## src/common/lockstep_pkg.sv

```systemverilog
//////////////////////////////////////////////////////////////////////
// Lockstep checker shared definitions
// Word and address types, default widths and the core state encoding
//////////////////////////////////////////////////////////////////////

package lockstep_pkg;

  // Data word and running checksum
  typedef logic [31:0] word_t;

  // Byte address on the memory port
  typedef logic [31:0] addr_t;

  // Cycles between the main core and its shadow, at least 2
  parameter int unsigned DefaultLockstepOffset = 2;

  // Address step per word read
  parameter int unsigned WordBytes = 4;

  // Checksum core FSM
  typedef enum logic [1:0] {
    IDLE,
    REQUEST,
    WAIT_RESP
  } core_state_e;

  ////////////////////////////////////////////////////////////////////
  // Packed vector widths
  ////////////////////////////////////////////////////////////////////

  // fetch enable, gnt, rvalid, rdata, err
  parameter int unsigned CoreInW = 1 + 1 + 1 + $bits(word_t) + 1;

  // req, addr, checksum, busy
  parameter int unsigned CoreOutW = 1 + $bits(addr_t) + $bits(word_t) + 1;

endpackage
```

## src/hw/core/checksum_core.sv

```systemverilog
//////////////////////////////////////////////////////////////////////
// Checksum core
// Reads consecutive words over a req/gnt/rvalid port and sums them,
// alerting on bus error responses and on carry out of the sum
//////////////////////////////////////////////////////////////////////

module checksum_core import lockstep_pkg::*; (
  input  logic  clk_i,
  input  logic  rst_ni,

  input  logic  fetch_enable_i,
  input  addr_t boot_addr_i,

  // Memory port
  output logic  data_req_o,
  output addr_t data_addr_o,
  input  logic  data_gnt_i,
  input  logic  data_rvalid_i,
  input  word_t data_rdata_i,
  input  logic  data_err_i,

  output word_t checksum_o,
  output logic  core_busy_o,
  output logic  alert_minor_o,
  output logic  alert_major_bus_o
);

  core_state_e state_q, state_d;
  addr_t       addr_q, addr_d;
  word_t       sum_q, sum_d;
  word_t       sum_add;
  logic        sum_carry;
  logic        resp_valid;
  logic        overflow;
  logic        minor_q;

  // A response only counts while one is outstanding
  assign resp_valid = (state_q == WAIT_RESP) & data_rvalid_i;

  assign {sum_carry, sum_add} = {1'b0, sum_q} + {1'b0, data_rdata_i};
  assign overflow             = resp_valid & ~data_err_i & sum_carry;

  //////////////////////////////////////////////////////////////////////
  // Next state
  //////////////////////////////////////////////////////////////////////

  always_comb begin
    state_d = state_q;
    addr_d  = addr_q;
    sum_d   = sum_q;

    case (state_q)
      IDLE: begin
        if (fetch_enable_i) begin
          addr_d  = boot_addr_i;
          state_d = REQUEST;
        end
      end

      // Request stays up until the memory takes it
      REQUEST: begin
        if (data_gnt_i) begin
          state_d = WAIT_RESP;
        end
      end

      WAIT_RESP: begin
        if (data_rvalid_i) begin
          // Errored data never enters the sum
          if (!data_err_i) begin
            sum_d = sum_add;
          end
          addr_d  = addr_q + addr_t'(WordBytes);
          state_d = fetch_enable_i ? REQUEST : IDLE;
        end
      end

      default: begin
        state_d = IDLE;
      end
    endcase
  end

  always_ff @(posedge clk_i or negedge rst_ni) begin
    if (!rst_ni) begin
      state_q <= IDLE;
      addr_q  <= '0;
      sum_q   <= '0;
      minor_q <= 1'b0;
    end else begin
      state_q <= state_d;
      addr_q  <= addr_d;
      sum_q   <= sum_d;
      minor_q <= overflow;
    end
  end

  //////////////////////////////////////////////////////////////////////
  // Outputs
  //////////////////////////////////////////////////////////////////////

  assign data_req_o  = (state_q == REQUEST);
  assign data_addr_o = addr_q;
  assign checksum_o  = sum_q;
  assign core_busy_o = (state_q != IDLE);

  // Overflow pulse lags the response by one cycle
  assign alert_minor_o     = minor_q;
  assign alert_major_bus_o = resp_valid & data_err_i;

endmodule

```

## config.mk

```make
export PLATFORM = sky130hd
export DESIGN_NAME = checksum_core
export DESIGN_NICKNAME = d
export VERILOG_FILES = /design/src/common/lockstep_pkg.sv /design/src/hw/core/checksum_core.sv
export SDC_FILE = /design/constraint.sdc
export NUM_CORES = 1
export LEC_CHECK = 0
export BUFFER_PORTS_ARGS = -buffer_cell sky130_fd_sc_hd__buf_4
export CAP_MARGIN = 20
export CORE_ASPECT_RATIO = 1.5
export CORE_UTILIZATION = 40
export DETAILED_ROUTE_END_ITERATION = 10
export PLACE_DENSITY = 0.69
export SYNTH_ARGS = -nofsm -noshare
export SYNTH_HDL_FRONTEND = slang
export SYNTH_SLANG_ARGS = --single-unit
```

## constraint.sdc

```tcl
create_clock -name clk_i -period 2.75 [get_ports clk_i]
set_input_delay 0.275 -clock clk_i [delete_from_list [all_inputs] [get_ports clk_i]]
set_output_delay 0.275 -clock clk_i [all_outputs]
set_load 0.02 [all_outputs]
```

==> run metrics, run 1 <==
largest family of logic cells by synthesized area=compound AO/OA/AOI/OAI gates; XOR/XNOR Fraction of Synth Area=4.330%; max incr delay on CP=490 ps; Total GRT Usage=22.88%; critical-path cell list=ha_1 > a21o_1 > and4_1 > o21ai_1 > a21oi_1 > o211ai_1 > a2111oi_0 > or4_1 > nand3_1; Multi-input gate area=3052 um^2; Post-synth top cells=a21oi_1, nand2_1, o21ai_0; post-synthesis mux area share=0.8763%; drt drc=0; grt ovf=0; Setup TNS Final=0 ps; Flop pwr share=24.5%; WHS=60.76 ps; clock sink count=67; Root Driver=clkbuf_16; Simple-Gate Fraction of Synth Area=20.18%; routability cong.=0.9015; Synth Area per Inst=7.985 um^2; final hold violations=0; count leader, synth=a21oi_1; CTS buffer count=9; clock power share=16.6%; synthesized area=4855 um^2; period utilization=96.54%; Switching Power=3.670 mW; clk slew on worst S/H paths=60 ps; status=complete, no violations; Post-synth EDFFs=0; initial drt markers=170; Lkg Pwr=3.007 nW; sequential cell area=1677 um^2; ranking of synthesized cells by area=dfrtp_1, a21oi_1, ha_1; total of max-cap violations=0; DR WL/cell=16.07 um; H-tree level count=3; fill count=1130; worst min-delay path class=input port to async pin; area leader, netlist=dfrtp_1; Worst setup startpoint=checksum_o[1]; CTS tree=done; Die X-Extent=91.95 um; Yosys cell types=58; Worst VDD drop=0.0005697 V; critical path required time=3020 ps; Slowest-stage cell, CP=or4_1; synthesis-to-finish area growth=32.06%; crit path capture type=flop; crit path max fanout=4; Via density=5.652; die area=12590 um^2; clk_lat worst skew=340 ps; critical path type=flop to flop; CTS Hold Bufs=0; Mapped Nets=712; Synth async-reset ratio=100.0%; Adder-Cell Fraction of Synth Area=8.918%; Pre-antenna DRT Iters=4; Mapped Cells=608; Rel. slew slack=38.55%; Top-Level Pins=138; worst r2r src=checksum_o[1]; Yosys top cell area share=34.54%; ANT nets after route=0; Seq/Total Area, Yosys=34.54%; core area=11650 um^2; Crit path arrival time=2920 ps; DP HPWL=10.50 mm; Finish-stage setup viols=0; largest net degree at the start of global routing=68; internal power component=4.318 mW; Final Slew Violations=0; initial antenna violation count=0; die height=136.9 um; Top FF cell, synth=dfrtp_1; Worst-Margin Slew=921.7 ps; clk buf depth=2; Area after DPL=6050 um^2; n_diodes=0; maximum clock frequency=0.3767 GHz; Layout Skew=8.078 ps; DRT Wirelength=14.30 mm; vias=5030; flops & latches, synth=67; Synth Area in Compound Gates=27.73%; combinational share of power=58.9%; warnings from Yosys=0; sw frac=45.95%; Post-CTS Setup Inserts=0; Starting Density=41.67%; design area=6411 um^2; pwr dens=1246 nW/um^2; Final #Nets=840; RSZ-0062 raised after global routing=true; num rows=48; # port buffers=137; vias in the first global route=4924; first-pass GRT wire length=22.91 mm; startpoint types=flop; crit path time final=2655 ps; layout cells sized above 1=25.14%
[timing repair]
action / in CTS / in global routing
endpoints found under the setup margin: 0 / 5
resized for setup: 0 / 5
hold endpoints to repair: 0 / 0
[layout make-up]
cell class	count	area share (%)
timing repair buffer	149	17.45
inverter	12	0.7026
clock inverter	5	1.600
multi-input combinational	497	47.60
sequential	67	26.15
tap	150	2.927
clock buffer	10	3.571
[worst paths after layout]
path	end	slack, ps	depth (start not counted)
max	checksum_o[29]	100	9
min	data_addr_o[9]	60	1
max reg2reg	checksum_o[29]	100	9
min reg2reg	checksum_o[21]	510	2
max in group asynchronous	checksum_o[17]	2070	1
min in group clk_i	data_addr_o[2]	160	3
[registers in the layout, indices dropped and copies added (netlist names)]
signal,cells
alert_minor_o,1
checksum_o,32
data_addr_o,32
state_q,2
[per-stage QoR]
step / cells / utilization [%] / setup slack (ps) / power [mW]
floorplan: 608 / - / 224.4 / 4.973
global placement: 875 / 51.92 / 182.9 / 6.489
detailed placement: 875 / 51.92 / 118.0 / 6.594
CTS: 890 / 54.77 / 114.4 / 7.952
global route: 890 / 55.03 / -58.29 / 8.571
finish: 890 / 55.03 / 95.20 / 7.988
[cell usage in the layout (no fill, tap or decap), types with 3 or more instances in the layout]
cell / netlist / final
a211oi_1: 5 / 5
a21o_1: 17 / 17
a21oi_1: 85 / 83
a21oi_2: 1 / 3
a31oi_1: 3 / 3
and2_1: 3 / 3
and3_1: 8 / 8
and4_1: 3 / 3
buf_4: 0 / 149
bufinv_16: 0 / 3
clkbuf_16: 0 / 9
dfrtp_1: 67 / 67
ha_1: 33 / 32
inv_1: 12 / 12
nand2_1: 84 / 84
nand2b_1: 4 / 4
nand3_1: 25 / 25
nand4_1: 15 / 15
nor2_1: 46 / 45
nor2b_1: 4 / 3
nor3_1: 5 / 5
o211ai_1: 4 / 4
o21ai_0: 68 / 68
o22ai_1: 12 / 12
or2_2: 3 / 3
xnor2_1: 13 / 13
xor2_1: 11 / 11
[layer usage]
metal	up-vias	part of all wire, %	GRT usage, %
met5	-	0	0
met4	0	3.2	10.59
met3	30	4.8	3.889
met2	150	52	42.16
met1	2378	40	25.42
li1	2472	-	-
[power groups by stage]
stage               Sequential [mW]  Clock (mW)  Combinational (mW)
floorplan                      2.43           0                2.55
CTS                            1.95        1.34                4.66
detailed placement             1.97           0                4.62
global route                   2.03        1.38                5.16
finish                         1.96        1.33                4.70
global placement               1.93           0                4.56
[kinds of logic after synthesis]
kind of cell             after synthesis
XOR/XNOR                              24
multiplexers                           4
AND/OR/NAND/NOR                      210
flip-flops                            67
AO/OA/AOI/OAI                        225
adder cells (fa/ha/maj)               34
buffers and inverters                 44
[worst max-delay path: cells and delay by family, from the launching register on]
family | cells | cell delay [ps]
adder cells (fa/ha/maj) | 1 | 300
AND/OR/NAND/NOR | 3 | 780
AO/OA/AOI/OAI | 5 | 1090
flip-flops | 1 | 430
(Power assumes the default switching activity.)
==> inputs of run 2 (changes only) <==
--- a/config.mk
+++ b/config.mk
@@ -11,6 +11,8 @@
 export CORE_UTILIZATION = 40
 export DETAILED_ROUTE_END_ITERATION = 10
 export PLACE_DENSITY = 0.69
+export SKIP_CTS_REPAIR_TIMING = 1
+export SLEW_MARGIN = 20
 export SYNTH_ARGS = -nofsm -noshare
 export SYNTH_HDL_FRONTEND = slang
 export SYNTH_SLANG_ARGS = --single-unit
==> constraint.sdc (replaced) <==
create_clock -name clk_i -period 2.75 [get_ports clk_i]
set_input_delay 0.55 -clock clk_i [delete_from_list [all_inputs] [get_ports clk_i]]
set_output_delay 0.55 -clock clk_i [all_outputs]
set_load 0.02 [all_outputs]
==> run metrics, run 2 (synthesis gave the netlist of run 1 again) <==
status=complete, no violations; CTS tree=done; design area=6586 um^2 (+2.7%); Die X-Extent=91.95 um (unchanged); final core occ=56.53% (+1.5 points); fin cells=915 (+2.8%); DP HPWL=10.68 mm (+1.8%); critical path type=flop to flop; cell mode on critical path=o211ai_1; die area=12590 um^2 (unchanged); RSZ-0062 raised after global routing=true; grt ovf=0 (unchanged); DR WL/cell=15.61 um (-2.8%); crit path time final=2668 ps (+12.77 ps); Area after DPL=6230 um^2 (+3.0%); worst min-delay path class=input port to async pin; startpoint types=flop; H-tree level count=3 (unchanged); R2R setup slack=80 ps (about the same); synthesis-to-finish area growth=35.67%; Finish-stage setup viols=0 (unchanged); Root Driver=clkbuf_16; Layout Skew=8.325 ps (+0.2473 ps); drt drc=0 (unchanged); critical path required time=3020 ps (about the same); crit path capture type=flop; commonest non-fill, non-tap cell in the layout=buf_4; total of max-cap violations=0 (unchanged); clk_lat worst skew=330 ps (about the same); Rel. slew slack=39.88% (+1.3 points); ANT nets after route=0 (unchanged); layout cells sized above 1=27.06% (+1.9 points); first-pass GRT wire length=23.06 mm (+0.66%); vias in the first global route=5039 (+2.3%); Final #Nets=864 (+2.9%); Final WS setup=82.43 ps (-12.77 ps); DRT Wirelength=14.29 mm (about the same); # port buffers=137 (unchanged); WHS=350.4 ps (+289.7 ps); Starting Density=41.67% (unchanged); fill count=1099 (-2.7%); maximum clock frequency=0.3749 GHz (-0.48%); Total GRT Usage=22.99% (+0.12 points); Slowest-stage cell, CP=a2111oi_1; max incr delay on CP=570 ps (+80 ps); Final Slew Violations=0 (unchanged); period utilization=97.00% (+0.46 points); initial drt markers=186 (+9.4%); num rows=48 (unchanged); routability cong.=0.9179 (+1.8%); crit path max fanout=4 (unchanged); Top-Level Pins=138 (unchanged); placed instance count=899 (+2.7%); n_diodes=0 (unchanged); Worst VDD drop=0.0005837 V (+2.5%); clk buf depth=2 (unchanged); Via density=5.622 (-0.53%); Pre-antenna DRT Iters=5 (+1); clk slew on worst S/H paths=60 ps (about the same); critical-path cell list=ha_1 > a21o_1 > and4_1 > o21ai_1 > a21oi_1 > o211ai_1 > a2111oi_1 > buf_4 > o211ai_1 > nand3_1; Worst-Margin Slew=901.7 ps (-19.97 ps); family with the most delay on the worst path=compound AO/OA/AOI/OAI gates; Lkg Pwr=3.131 nW (+4.1%); pre-CTS setup slack=-230.7 ps (-348.7 ps); pwr dens=1244 nW/um^2 (-0.18%); final hold violations=0 (unchanged); clock sink count=67 (unchanged); die height=136.9 um (unchanged); WP buf/inv=1 (+1); Crit path arrival time=2930 ps (about the same); largest net degree at the start of global routing=68 (unchanged); core area=11650 um^2 (unchanged); most frequent cells in the layout=buf_4, a21oi_1, nand2_1; vias=5144 (+2.3%); initial antenna violation count=0 (unchanged); CTS buffer count=9 (unchanged)
-- run 2: layer usage --
layer	track usage [%]	share of wire, %	vias to the layer above
li1	-	-	2512
met1	24.79	39	2418
met2	43.03	53	180
met3	4.000	5.0	34
met4	11.02	3.3	0
met5	0	0	-
-- run 2: worst paths after layout --
check	to	cells after the start	start
setup / recovery	checksum_o[29]	10	checksum_o[1]
hold / removal	data_addr_o[8]	1	rst_ni
setup reg to reg	checksum_o[29]	10	checksum_o[1]
hold reg to reg	checksum_o[4]	2	checksum_o[4]
max in group asynchronous	data_addr_o[27]	1	rst_ni
min in group clk_i	state_q[1]	2	data_rvalid_i
-- run 2: cell type report --
type                    instances  area [um^2]  area share [%]
clock buffers                  11        242.7           3.685
clock inverters                 5        100.1           1.520
inverters                      12        45.04          0.6839
multi-input cells             497         3035           46.09
flip-flops and latches         67         1677           25.46
well taps                     150        187.7           2.850
repair buffers                173         1299           19.72
-- run 2: power by group --
group          switching (mW)  internal [mW]  leakage [nW]
logic                    2.75           2.15          2.16
registers               0.494           1.46         0.801
clock network           0.436          0.908         0.169
-- run 2: metrics by stage --
stage	setup TNS [ps]	power, mW
floorplan	0	4.973
global placement	-421.5	6.717
detailed placement	-772.7	6.821
CTS	-10.85	8.219
global route	-1.880	8.807
finish	0	8.192
